<file path="config.mk">
export PLATFORM = sky130hd
export DESIGN_NAME = vector_control_unit
export DESIGN_NICKNAME = d
export VERILOG_FILES = /design/src/common/vdec_pkg.sv /design/src/rtl/uop_gen.sv /design/src/vector_decode/opi_decode.sv /design/src/vector_decode/opm_decode.sv /design/src/vector_decode/vector_control_unit.sv
export SDC_FILE = /design/constraint.sdc
export NUM_CORES = 1
export LEC_CHECK = 0
export BUFFER_PORTS_ARGS = -buffer_cell sky130_fd_sc_hd__buf_2
export CAP_MARGIN = 0
export CORE_ASPECT_RATIO = 0.8
export CORE_UTILIZATION = 48
export DETAILED_ROUTE_END_ITERATION = 7
export GPL_ROUTABILITY_DRIVEN = 1
export HOLD_SLACK_MARGIN = 0.08
export PLACE_DENSITY_LB_ADDON = 0.3
export SETUP_SLACK_MARGIN = 0.2
export SYNTH_ARGS = -nofsm -noshare
export SYNTH_HDL_FRONTEND = slang
export SYNTH_HIERARCHICAL = 1
export SYNTH_SLANG_ARGS = --single-unit
</file>
<file path="constraint.sdc">
create_clock -name CLK -period 5 [get_ports CLK]
set_input_delay 0 -clock CLK [delete_from_list [all_inputs] [get_ports CLK]]
set_output_delay 0 -clock CLK [all_outputs]
set_load 0.05 [all_outputs]
</file>
<file path="src/common/vdec_pkg.sv">
// Decode types for RV32V at VLEN 128 with four 32-bit lanes; only SEW 8/16/32 are encoded
package vdec_pkg;

    // Vector register geometry
    localparam int VLEN_BYTES = 16;
    localparam int NUM_LANES  = 4;
    localparam int VL_W       = 8;
    // Micro-op index, a group spans at most 8 registers
    localparam int UOP_W      = 3;

    // Major opcodes of the vector extension
    typedef enum logic [6:0] {
        VMOC_LOAD    = 7'b0000111,
        VMOC_STORE   = 7'b0100111,
        VMOC_ALU_CFG = 7'b1010111
    } vmajoropcode_t;

    // Arithmetic format held in funct3
    typedef enum logic [2:0] {
        OPIVV = 3'b000,
        OPFVV = 3'b001,
        OPMVV = 3'b010,
        OPIVI = 3'b011,
        OPIVX = 3'b100,
        OPFVF = 3'b101,
        OPMVX = 3'b110,
        OPCFG = 3'b111
    } vfunct3_t;

    // Integer funct6 space
    typedef enum logic [5:0] {
        VADD  = 6'b000000,
        VSUB  = 6'b000010,
        VAND  = 6'b001001,
        VOR   = 6'b001010,
        VXOR  = 6'b001011,
        VSLL  = 6'b100101,
        VSRL  = 6'b101000,
        VSRA  = 6'b101001,
        VNSRL = 6'b101100,
        VNSRA = 6'b101101
    } vopi_t;

    // Multiply and widening funct6 space, the _W entries are the .w forms
    typedef enum logic [5:0] {
        VWXUNARY0 = 6'b010000,
        VMUL      = 6'b100101,
        VMULH     = 6'b100111,
        VNMSAC    = 6'b101111,
        VWADDU    = 6'b110000,
        VWADD     = 6'b110001,
        VWADDU_W  = 6'b110100,
        VWADD_W   = 6'b110101
    } vopm_t;

    typedef enum logic {VFU_ALU, VFU_MUL} vfu_t;

    typedef enum logic [3:0] {
        VALU_ADD, VALU_SUB, VALU_AND, VALU_OR, VALU_XOR,
        VALU_SLL, VALU_SRL, VALU_SRA, VALU_MUL, VALU_MULH
    } valuop_t;

    // Encoded as log2 of the element byte count
    typedef enum logic [1:0] {SEW8 = 2'd0, SEW16 = 2'd1, SEW32 = 2'd2} vsew_t;

    // Memory width field of loads and stores
    typedef enum logic [2:0] {WIDTH8 = 3'b000, WIDTH16 = 3'b101, WIDTH32 = 3'b110} width_t;

    typedef enum logic [1:0] {
        MOP_UNIT, MOP_UINDEXED, MOP_STRIDED, MOP_OINDEXED
    } mop_t;

    typedef enum logic [4:0] {
        LUMOP_UNIT         = 5'b00000,
        LUMOP_UNIT_FULLREG = 5'b01000,
        LUMOP_UNIT_MASK    = 5'b01011
    } lumop_t;

    typedef enum logic [1:0] {NOT_CFG, VSETVLI, VSETIVLI, VSETVL} vsetvl_t;

    // Doubled element width, saturates at SEW32 since wider is not encoded
    function automatic vsew_t double_sew(input vsew_t sew);
        return (sew == SEW32) ? SEW32 : vsew_t'(sew + 2'd1);
    endfunction

endpackage

</file>
<file path="src/rtl/uop_gen.sv">
// One micro-op per register; issuer holds evl and veew while busy, groups past 8 registers unsupported
`timescale 1ns/10ps

module uop_gen (
    input  logic                                CLK,
    input  logic                                rst_n,
    input  logic                                gen,
    input  logic                                stall,
    input  vdec_pkg::vsew_t                     veew,
    input  logic [vdec_pkg::VL_W-1:0]           evl,
    output logic [vdec_pkg::UOP_W-1:0]          uop_num,
    output logic [vdec_pkg::UOP_W-1:0]          reg_offset,
    output logic [vdec_pkg::NUM_LANES-1:0]      lane_active,
    output logic                                busy
);

    import vdec_pkg::*;

    localparam int BYTES_W    = VL_W + 2;
    localparam int OFS_W      = $clog2(VLEN_BYTES);
    localparam int BLK_W      = BYTES_W - OFS_W + 1;
    localparam int LANE_BYTES = VLEN_BYTES / NUM_LANES;

    logic [BYTES_W-1:0] total_bytes;
    logic [BLK_W-1:0]   blocks;
    logic [UOP_W-1:0]   last_idx;
    logic [OFS_W:0]     tail_bytes;
    logic [UOP_W-1:0]   idx;
    logic               busy_q;
    logic               is_last;

    // Bytes covered by the group, elements times 2^eew
    assign total_bytes = {2'b00, evl} << veew;

    // Registers needed, rounded up
    assign blocks = {1'b0, total_bytes[BYTES_W-1:OFS_W]} + BLK_W'(|total_bytes[OFS_W-1:0]);

    // At least one micro-op even for an empty group
    assign last_idx = (blocks == '0) ? '0 : UOP_W'(blocks - 1'b1);
    assign is_last  = (idx == last_idx);

    // Bytes in the final register, a full register when the count is aligned
    assign tail_bytes = (total_bytes[OFS_W-1:0] != '0) ? {1'b0, total_bytes[OFS_W-1:0]} :
                        (total_bytes == '0)            ? '0 :
                                                         (OFS_W+1)'(VLEN_BYTES);

    always_comb begin
        for (int i = 0; i < NUM_LANES; i++) begin
            // Partial mask only on the last micro-op
            lane_active[i] = !is_last || (int'(tail_bytes) > LANE_BYTES * i);
        end
    end

    always_ff @(posedge CLK) begin
        if (!rst_n) begin
            idx    <= '0;
            busy_q <= 1'b0;
        end else if (!stall) begin
            if (busy_q) begin
                if (is_last) begin
                    idx    <= '0;
                    busy_q <= 1'b0;
                end else begin
                    idx <= idx + 1'b1;
                end
            end else if (gen && (last_idx != '0)) begin
                // Micro-op 0 went out this cycle
                idx    <= UOP_W'(1);
                busy_q <= 1'b1;
            end
        end
    end

    // Index sits at 0 while idle, so micro-op 0 shows in the accept cycle
    assign uop_num    = idx;
    assign reg_offset = idx;
    assign busy       = busy_q;

endmodule

</file>
<file path="src/vector_decode/opi_decode.sv">
// Integer vector decode; every listed op goes to the ALU, other funct3 spaces give valid low
`timescale 1ns/10ps

module opi_decode (
    input  vdec_pkg::vopi_t    vopi,
    input  vdec_pkg::vfunct3_t vfunct3,
    output vdec_pkg::vfu_t     vfu,
    output vdec_pkg::valuop_t  valuop,
    output logic               vopunsigned,
    output logic               valid
);

    import vdec_pkg::*;

    logic opi_space;

    // Only the vector-vector, vector-scalar and vector-immediate forms
    assign opi_space = (vfunct3 == OPIVV) || (vfunct3 == OPIVX) || (vfunct3 == OPIVI);

    always_comb begin
        // Integer ops never use the multiplier
        vfu         = VFU_ALU;
        valuop      = VALU_ADD;
        vopunsigned = 1'b0;
        valid       = opi_space;
        case (vopi)
            VADD:  valuop = VALU_ADD;
            VSUB:  valuop = VALU_SUB;
            VAND: begin
                valuop      = VALU_AND;
                vopunsigned = 1'b1;
            end
            VOR: begin
                valuop      = VALU_OR;
                vopunsigned = 1'b1;
            end
            VXOR: begin
                valuop      = VALU_XOR;
                vopunsigned = 1'b1;
            end
            VSLL:  valuop = VALU_SLL;
            // Logical right shifts zero fill
            VSRL, VNSRL: begin
                valuop      = VALU_SRL;
                vopunsigned = 1'b1;
            end
            VSRA, VNSRA: valuop = VALU_SRA;
            default: valid = 1'b0;
        endcase
    end

endmodule

</file>
<file path="src/vector_decode/opm_decode.sv">
// Multiply and widening-add decode for OPMVV/OPMVX; VWXUNARY0 and other funct6 give valid low
`timescale 1ns/10ps

module opm_decode (
    input  vdec_pkg::vopm_t    vopm,
    input  vdec_pkg::vfunct3_t vfunct3,
    input  vdec_pkg::vsew_t    vsew,
    output vdec_pkg::vfu_t     vfu,
    output vdec_pkg::valuop_t  valuop,
    output logic               vopunsigned,
    output logic               valid,
    output vdec_pkg::vsew_t    veew_src2
);

    import vdec_pkg::*;

    logic opm_space;

    assign opm_space = (vfunct3 == OPMVV) || (vfunct3 == OPMVX);

    // The .w forms already hold a double width vs2
    assign veew_src2 = ((vopm == VWADDU_W) || (vopm == VWADD_W)) ? double_sew(vsew) : vsew;

    always_comb begin
        vfu         = VFU_ALU;
        valuop      = VALU_ADD;
        vopunsigned = 1'b0;
        valid       = opm_space;
        case (vopm)
            VMUL: begin
                vfu    = VFU_MUL;
                valuop = VALU_MUL;
            end
            VMULH: begin
                vfu    = VFU_MUL;
                valuop = VALU_MULH;
            end
            // Multiply-subtract uses the low product
            VNMSAC: begin
                vfu    = VFU_MUL;
                valuop = VALU_MUL;
            end
            // Widening adds run on the ALU adder
            VWADDU, VWADDU_W: vopunsigned = 1'b1;
            VWADD, VWADD_W:   vopunsigned = 1'b0;
            default: valid = 1'b0;
        endcase
    end

endmodule

</file>
<file path="src/vector_decode/vector_control_unit.sv">
// Combinational RV32V decode; instr, vsew and vl must stay stable while busy is high
`timescale 1ns/10ps

module vector_control_unit (
    input  logic                           CLK,
    input  logic                           rst_n,
    input  logic [31:0]                    instr,
    input  logic                           in_valid,
    input  logic                           stall,
    input  vdec_pkg::vsew_t                vsew,
    input  logic [vdec_pkg::VL_W-1:0]      vl,
    output logic                           vector,
    output logic                           exec_valid,
    output logic                           busy,
    output logic                           vmask_en,
    output vdec_pkg::vsetvl_t              vsetvl_type,
    output logic [10:0]                    vtype_imm,
    output logic                           vkeepvl,
    output logic [4:0]                     vd_sel,
    output logic [4:0]                     vs1_sel,
    output logic [4:0]                     vs2_sel,
    output logic                           sregwen,
    output logic                           vregwen,
    output logic                           vxin1_use_imm,
    output logic                           vxin1_use_rs1,
    output logic                           vxin2_use_rs2,
    output vdec_pkg::vsew_t                veew_src1,
    output vdec_pkg::vsew_t                veew_src2,
    output vdec_pkg::vsew_t                veew_dest,
    output vdec_pkg::vfu_t                 vfu,
    output vdec_pkg::valuop_t              valuop,
    output logic                           vopunsigned,
    output logic                           vsignext,
    output logic                           vmemdren,
    output logic                           vmemdwen,
    output logic                           vunitstride,
    output logic                           vstrided,
    output logic                           vindexed,
    output logic [vdec_pkg::VL_W-1:0]      mem_evl,
    output logic [vdec_pkg::UOP_W-1:0]     uop_num,
    output logic [vdec_pkg::NUM_LANES-1:0] lane_active
);

    import vdec_pkg::*;

    logic [4:0]       vd, vs1, vs2, vs3;
    logic [5:0]       vfunct6;
    logic [2:0]       nf;
    vmajoropcode_t    vmajoropcode;
    vfunct3_t         vfunct3;
    vopi_t            vopi;
    vopm_t            vopm;
    mop_t             mop;
    lumop_t           lumop;
    width_t           vmem_width;
    vsew_t            vmem_eew, twice_vsew, opm_veew_src2;
    vfu_t             opi_vfu, opm_vfu;
    valuop_t          opi_valuop, opm_valuop;
    logic             opi_unsigned, opm_unsigned, opi_valid, opm_valid;
    logic             is_alu, is_cfg, opi_hit, opm_hit, vmeminstr;
    logic             vwidening, vnarrowing, vmaskldst, vwholereg;
    logic [VL_W-1:0]  mask_evl, wholereg_evl;
    logic [UOP_W-1:0] reg_offset;

    // Store data vs3 shares the vd slot
    // Scalar rd and rs1 sit in the vd and vs1 slots
    assign vd         = instr[11:7];
    assign vs3        = instr[11:7];
    assign vs1        = instr[19:15];
    assign vs2        = instr[24:20];
    assign vfunct6    = instr[31:26];
    assign nf         = instr[31:29];
    assign vmajoropcode = vmajoropcode_t'(instr[6:0]);
    assign vfunct3    = vfunct3_t'(instr[14:12]);
    assign vmem_width = width_t'(instr[14:12]);
    assign vopi       = vopi_t'(vfunct6);
    assign vopm       = vopm_t'(vfunct6);
    assign mop        = mop_t'(instr[27:26]);
    assign lumop      = lumop_t'(instr[24:20]);

    assign vmemdren  = (vmajoropcode == VMOC_LOAD);
    assign vmemdwen  = (vmajoropcode == VMOC_STORE);
    assign vmeminstr = vmemdren || vmemdwen;
    assign is_alu    = (vmajoropcode == VMOC_ALU_CFG);
    assign is_cfg    = is_alu && (vfunct3 == OPCFG);
    assign vector    = vmeminstr || is_alu;
    assign vmask_en  = !instr[25];

    // vset* type from the top two bits
    always_comb begin
        vsetvl_type = NOT_CFG;
        vtype_imm   = '0;
        if (is_cfg) begin
            casez (instr[31:30])
                2'b0?: begin
                    vsetvl_type = VSETVLI;
                    vtype_imm   = instr[30:20];
                end
                2'b11: begin
                    vsetvl_type = VSETIVLI;
                    vtype_imm   = {1'b0, instr[29:20]};
                end
                default: vsetvl_type = VSETVL;
            endcase
        end
    end

    // Both rs1 and rd at x0 keep the current vl
    // The immediate form has no rs1
    assign vkeepvl = is_cfg && (vsetvl_type != VSETIVLI) && (vs1 == '0) && (vd == '0);

    // Scalar writes from vset* and vmv.x.s
    assign sregwen = is_cfg || (is_alu && (vfunct3 == OPMVV) && (vopm == VWXUNARY0));
    assign vregwen = vector && !sregwen && !vmemdwen;

    assign vxin1_use_imm = is_alu && (vfunct3 == OPIVI);
    assign vxin1_use_rs1 = vmeminstr ||
                           (is_alu && ((vfunct3 == OPIVX) || (vfunct3 == OPFVF) ||
                                       (vfunct3 == OPMVX)));

    // The mop bits alias funct6 on arithmetic ops so they count only for memory
    assign vunitstride   = vmeminstr && (mop == MOP_UNIT);
    assign vstrided      = vmeminstr && (mop == MOP_STRIDED);
    assign vindexed      = vmeminstr && ((mop == MOP_UINDEXED) || (mop == MOP_OINDEXED));
    assign vxin2_use_rs2 = vmeminstr && !vindexed;
    assign vmaskldst     = vunitstride && (lumop == LUMOP_UNIT_MASK);
    assign vwholereg     = vunitstride && (lumop == LUMOP_UNIT_FULLREG);

    opi_decode u_opi_decode (
        .vopi        (vopi),
        .vfunct3     (vfunct3),
        .vfu         (opi_vfu),
        .valuop      (opi_valuop),
        .vopunsigned (opi_unsigned),
        .valid       (opi_valid)
    );

    opm_decode u_opm_decode (
        .vopm        (vopm),
        .vfunct3     (vfunct3),
        .vsew        (vsew),
        .vfu         (opm_vfu),
        .valuop      (opm_valuop),
        .vopunsigned (opm_unsigned),
        .valid       (opm_valid),
        .veew_src2   (opm_veew_src2)
    );

    assign opi_hit = is_alu && opi_valid;
    assign opm_hit = is_alu && opm_valid;

    // Exactly one of the three sources may hit
    always_comb begin
        exec_valid  = 1'b1;
        vfu         = VFU_ALU;
        valuop      = VALU_ADD;
        vopunsigned = 1'b0;
        vsignext    = 1'b0;
        case ({opi_hit, opm_hit, vmeminstr})
            3'b100: begin
                vfu         = opi_vfu;
                valuop      = opi_valuop;
                vopunsigned = opi_unsigned;
                vsignext    = !opi_unsigned;
            end
            3'b010: begin
                vfu         = opm_vfu;
                valuop      = opm_valuop;
                vopunsigned = opm_unsigned;
                vsignext    = !opm_unsigned;
            end
            // Address generation as an unsigned add
            3'b001: vopunsigned = 1'b1;
            default: exec_valid = 1'b0;
        endcase
    end

    // Element widths
    assign vmem_eew   = (vmem_width == WIDTH8)  ? SEW8 :
                        (vmem_width == WIDTH16) ? SEW16 : SEW32;
    assign twice_vsew = double_sew(vsew);
    assign vwidening  = opm_hit && (vfunct6[5:4] == 2'b11);
    assign vnarrowing = opi_hit && ((vopi == VNSRL) || (vopi == VNSRA));

    // Store data in vs3 takes the width field unless indexed
    assign veew_src1 = (vmeminstr && !vindexed) ? vmem_eew : vsew;
    // Indexed address vector in vs2 takes the width field
    assign veew_src2 = vindexed   ? vmem_eew :
                       vnarrowing ? twice_vsew :
                       opm_hit    ? opm_veew_src2 : vsew;
    // Indexed accesses fall through to SEW for the data
    assign veew_dest = (vmeminstr && !vindexed) ? vmem_eew :
                       vwidening                ? twice_vsew : vsew;

    // Mask EVL is ceil(vl/8)
    assign mask_evl     = (vl >> 3) + VL_W'(|vl[2:0]);
    // Whole register EVL takes nf as the count of 16 byte registers
    assign wholereg_evl = {1'b0, ({nf, 4'b0000} >> veew_dest)};
    assign mem_evl      = vmaskldst ? mask_evl :
                          vwholereg ? wholereg_evl : vl;

    uop_gen u_uop_gen (
        .CLK         (CLK),
        .rst_n       (rst_n),
        .gen         (in_valid && vector),
        .stall       (stall),
        .veew        (veew_dest),
        .evl         (mem_evl),
        .uop_num     (uop_num),
        .reg_offset  (reg_offset),
        .lane_active (lane_active),
        .busy        (busy)
    );

    // Register selects step with the micro-op
    assign vd_sel  = vd + {2'b00, reg_offset};
    assign vs1_sel = (vmemdwen ? vs3 : vs1) + {2'b00, reg_offset};
    assign vs2_sel = vs2 + {2'b00, reg_offset};

endmodule

</file>
==> results_tabular.tex <==
\begin{tabular}{lr}
\hline
Metric & Value \\
\hline
\multicolumn{2}{l}{\textbf{Clocking}} \\
CTS HTree Levels & 1 \\
Total CTS buffers & 3 \\
Library cell used as clock root buffer & sky130\_fd\_sc\_hd\_\_clkbuf\_8 \\
Clock buffer depth & 2 \\
Clock transition at the registers of the reported paths & 0.03 ns \\
TritonCTS clock tree & built \\
Insertion delay to the later sink of the worst-skew pair & 0.22 ns \\
Total number of clock tree sinks & 4 \\
\multicolumn{2}{l}{\textbf{Die}} \\
Die boundary width & 80.0 um \\
Placement row count & 22 \\
Die Footprint & 5150 um2 \\
Die H & 64.4 um \\
Top-level port count & 117 \\
Std-Cell Core Area & 4620 um2 \\
Initial core utilization & 0.505 \\
\multicolumn{2}{l}{\textbf{Final layout}} \\
Area Overhead vs Synth & 38.4\% \\
Layout cells sized above 1 & 0.424 \\
Total area of multi-input combinational cells & 2200 um2 \\
Antenna fix cells & 0 \\
Leading cell types in the layout, fill and taps excluded & sky130\_fd\_sc\_hd\_\_buf\_2 (114), sky130\_fd\_sc\_hd\_\_inv\_1 (27), sky130\_fd\_sc\_hd\_\_nor2\_1 (21), sky130\_fd\_sc\_hd\_\_a21oi\_1 (18) \\
Seq. cell area & roughly 80 um2 \\
Final standard cell area without fillers & 3230 um2 \\
Nets@finish & approximately 500 \\
Filler cell count in the final layout & 381 \\
Most common library cell in the layout ignoring fill and taps & sky130\_fd\_sc\_hd\_\_buf\_2 \\
\multicolumn{2}{l}{\textbf{STA}} \\
Minimum clock period & 4.72 ns \\
Unrepaired setup endpoints after global routing & true \\
Final Skew & 0.00358 ns \\
Final number of setup-violating endpoints & 0 \\
Max-slew violation count & 0 \\
Highest achievable clock rate & 212 MHz \\
Total count of hold-check failures in the final report & 0 \\
Tcrit/Tclk final & 0.944 \\
Max transition margin & 0.375 \\
Worst slew pin tran & about 0.93 ns \\
\multicolumn{2}{l}{\textbf{Routing}} \\
Post-route antenna net violation count & 0 \\
Count of vias placed by the detailed router & 2930 \\
Iteration-0 DRC count of the detailed router & 171 \\
Avg WL per Cell & 15.2 um \\
Number of optimization iterations in the first detailed-route pass & 5 \\
Post-detailed-route via-to-cell ratio & slightly below 6 \\
Total Wirelength & 7540 um \\
DRC violation count after routing & 0 \\
\multicolumn{2}{l}{\textbf{GRT}} \\
Global route overflow & 0 \\
Antenna violations before repair & 0 \\
Largest net degree at the start of global routing & 18 \\
First-pass GRT wire length & 11800 um \\
GR Util All Layers & 0.285 \\
Number of global-route vias before repair & 2596 \\
\multicolumn{2}{l}{\textbf{Setup path}} \\
Endpoint type of the worst setup path & output pin \\
Count of cells along the worst register-to-register path & 7 \\
CP Class & input pin to output pin \\
Data required time of the critical path & 5.00 ns \\
Crit path DAT & 4.72 ns \\
Crit Reg-Reg Startpoint & u\_uop\_gen/reg\_offset[0] \\
FF-to-FF End & u\_uop\_gen/reg\_offset[2] \\
Critical path fanouts, max & 7 \\
Critical Path Source Type & input pin \\
FF-to-FF setup slack & 3.01 ns \\
\multicolumn{2}{l}{\textbf{Hold path}} \\
Min-Delay Path Class & input pin to flip-flop \\
Start point of the worst hold path & stall \\
Hold worst-path end & u\_uop\_gen/busy \\
Number of cells traversed by the worst hold path & 3 \\
\multicolumn{2}{l}{\textbf{Yosys}} \\
Async S/R FF share, synth & 0 \\
Count of yosys warnings during synthesis & 6 \\
Average cell area after synthesis & 7.48 um2 \\
Number of synthesized flops with an enable pin & 0 \\
Post-Synthesis Cells & 312 \\
Post-synthesis instance area & 2330 um2 \\
Flip-flop cell with the highest count after synthesis & sky130\_fd\_sc\_hd\_\_dfxtp\_1 \\
Post-synthesis register bit count & 4 \\
Count of distinct cell types in the synthesized netlist & 75 \\
Sequential element share of the synthesized area & 0.0343 \\
\multicolumn{2}{l}{\textbf{Pwr}} \\
Leakage power & 1.61 nW \\
Worst IR Drop VDD & between 0.1 and 0.15 mV \\
Pwr Total & 0.418 mW \\
Ratio of total power to cell area & 129 nW/um2 \\
\multicolumn{2}{l}{\textbf{Job}} \\
Max-cap violation count & 0 \\
\multicolumn{2}{l}{\textbf{Placement}} \\
Number of I/O port buffers & $\sim$120 \\
Placement-stage cell area & 3060 um2 \\
Gpl congestion & about 1.0 \\
Final HPWL DP & 5940 um \\
\multicolumn{2}{l}{\textbf{Run status}} \\
Status & complete, no violations \\
\hline
\end{tabular}
==> what timing repair did <==
item | CTS | global route
pin swaps | 7 | 7
hold buffers | 1 | 0
setup endpoints to repair | 5 | 8
endpoints found under the hold margin | 1 | 0
resized for setup | 13 | 6
buffers inserted | 2 | 2
==> flip-flops by register name, indices dropped and copies added, names as in the netlist <==
signal / flops
u_uop_gen/busy: 1
u_uop_gen/reg_offset: 3
==> area by class of cell <==
type,count,area share
Timing Repair Buffer,133,0.225
Inverter,28,0.0325
Sequential cell,4,0.0248
Clock buffer,3,0.0128
Multi-Input combinational cell,268,0.682
Tap cell,60,0.0232
==> how the worst max path moves through the flow <==
| stage | end | from | slack, ns |
|---|---|---|---|
| after floorplan | lane_active[0] | instr[30] | 0.21 |
| after global placement | lane_active[2] | instr[30] | 0.08 |
| after detailed placement | lane_active[3] | instr[30] | -0.08 |
| after CTS | lane_active[3] | instr[30] | 0.20 |
| after global routing | lane_active[2] | instr[30] | 0.07 |
| final | lane_active[2] | instr[30] | 0.28 |
==> per-layer routing <==
| layer | routed length, um | GRT usage |
|---|---|---|
| met1 | 3340 | 0.381 |
| met2 | 3370 | 0.464 |
| met3 | 737 | 0.0686 |
| met4 | 95 | 0.0580 |
| met5 | 0 | 0 |
==> worst max-delay path, stage by stage <==
cell	delay, ns
sky130_fd_sc_hd__buf_2	0.15
sky130_fd_sc_hd__nand4b_1	0.26
sky130_fd_sc_hd__a21oi_2	0.18
sky130_fd_sc_hd__o211a_1	0.19
sky130_fd_sc_hd__nand3_2	0.11
sky130_fd_sc_hd__or4_4	0.45
sky130_fd_sc_hd__a31oi_4	0.19
sky130_fd_sc_hd__mux2_4	0.34
sky130_fd_sc_hd__a211oi_4	0.28
sky130_fd_sc_hd__a211oi_4	0.05
sky130_fd_sc_hd__mux4_2	0.51
sky130_fd_sc_hd__ha_4	0.19
sky130_fd_sc_hd__ha_1	0.28
sky130_fd_sc_hd__inv_1	0.06
sky130_fd_sc_hd__ha_4	0.28
sky130_fd_sc_hd__nor4bb_4	0.27
sky130_fd_sc_hd__a31oi_1	0.08
sky130_fd_sc_hd__nor3_2	0.18
sky130_fd_sc_hd__a41oi_2	0.07
sky130_fd_sc_hd__o22ai_4	0.24
sky130_fd_sc_hd__o2111ai_2	0.17
sky130_fd_sc_hd__buf_6	0.18
==> cell usage after synthesis (4+ instances only) <==
master	count	area (um2)
sky130_fd_sc_hd__nor4_1	5	31.3
sky130_fd_sc_hd__nor2b_1	8	50.1
sky130_fd_sc_hd__inv_1	27	101
sky130_fd_sc_hd__nand4b_1	4	35.0
sky130_fd_sc_hd__xor2_1	5	43.8
sky130_fd_sc_hd__nor2_1	22	82.6
sky130_fd_sc_hd__a21o_1	5	37.5
sky130_fd_sc_hd__nand3b_1	5	37.5
sky130_fd_sc_hd__nand2_1	15	56.3
sky130_fd_sc_hd__and2_1	12	75.1
sky130_fd_sc_hd__or3_1	5	31.3
sky130_fd_sc_hd__buf_4	7	52.6
sky130_fd_sc_hd__a21oi_1	19	95.1
sky130_fd_sc_hd__ha_1	17	213
sky130_fd_sc_hd__nor3_1	12	60.1
sky130_fd_sc_hd__mux2_2	10	113
sky130_fd_sc_hd__a22o_1	7	61.3
sky130_fd_sc_hd__or4_1	4	30.0
sky130_fd_sc_hd__o21ai_0	12	60.1
sky130_fd_sc_hd__xnor2_1	12	105
sky130_fd_sc_hd__nand3_1	8	40.0
sky130_fd_sc_hd__dfxtp_1	4	80.1
sky130_fd_sc_hd__nand2b_1	6	37.5
sky130_fd_sc_hd__mux2i_1	8	80.1
==> where the power goes <==
part / internal [mW] / switching (mW) / leakage, nW / total [mW]
Clock: 0.0516 / 0.0194 / 0.0216 / 0.0710
Combinational: 0.119 / 0.196 / 1.55 / 0.315
Sequential: 0.0323 / 0.000336 / 0.0322 / 0.0326
==> cell families (layout without fill, tap and decap cells) <==
group,count (synthesis),after routing,synth area share
and+or+nand+nor,129,129,0.327
AOI/OAI and AO/OA,76,76,0.250
buffers and inverters,42,164,0.0890
muxes,21,21,0.109
adders and majority gates,20,20,0.117
xor gates and xnor gates,18,18,0.0708
DFF,4,4,0.0343
other,2,4,0.00322
==> per-stage QoR <==
step | hold slack, ns | util | TNS [ns] | instances | setup WS [ns]
6_report | 0.125 | 0.699 | 0 | 496 | 0.279
5_1_grt | 0.156 | 0.699 | 0 | 496 | 0.0731
4_1_cts | 0.124 | 0.687 | 0 | 494 | 0.202
3_5_place_dp | 0.302 | 0.662 | -0.171 | 488 | -0.0754
3_3_place_gp | 0.291 | 0.662 | 0 | 488 | 0.0804
2_1_floorplan | 0.138 | - | 0 | 314 | 0.214
Note: power is estimated with default switching activity, not from simulation.
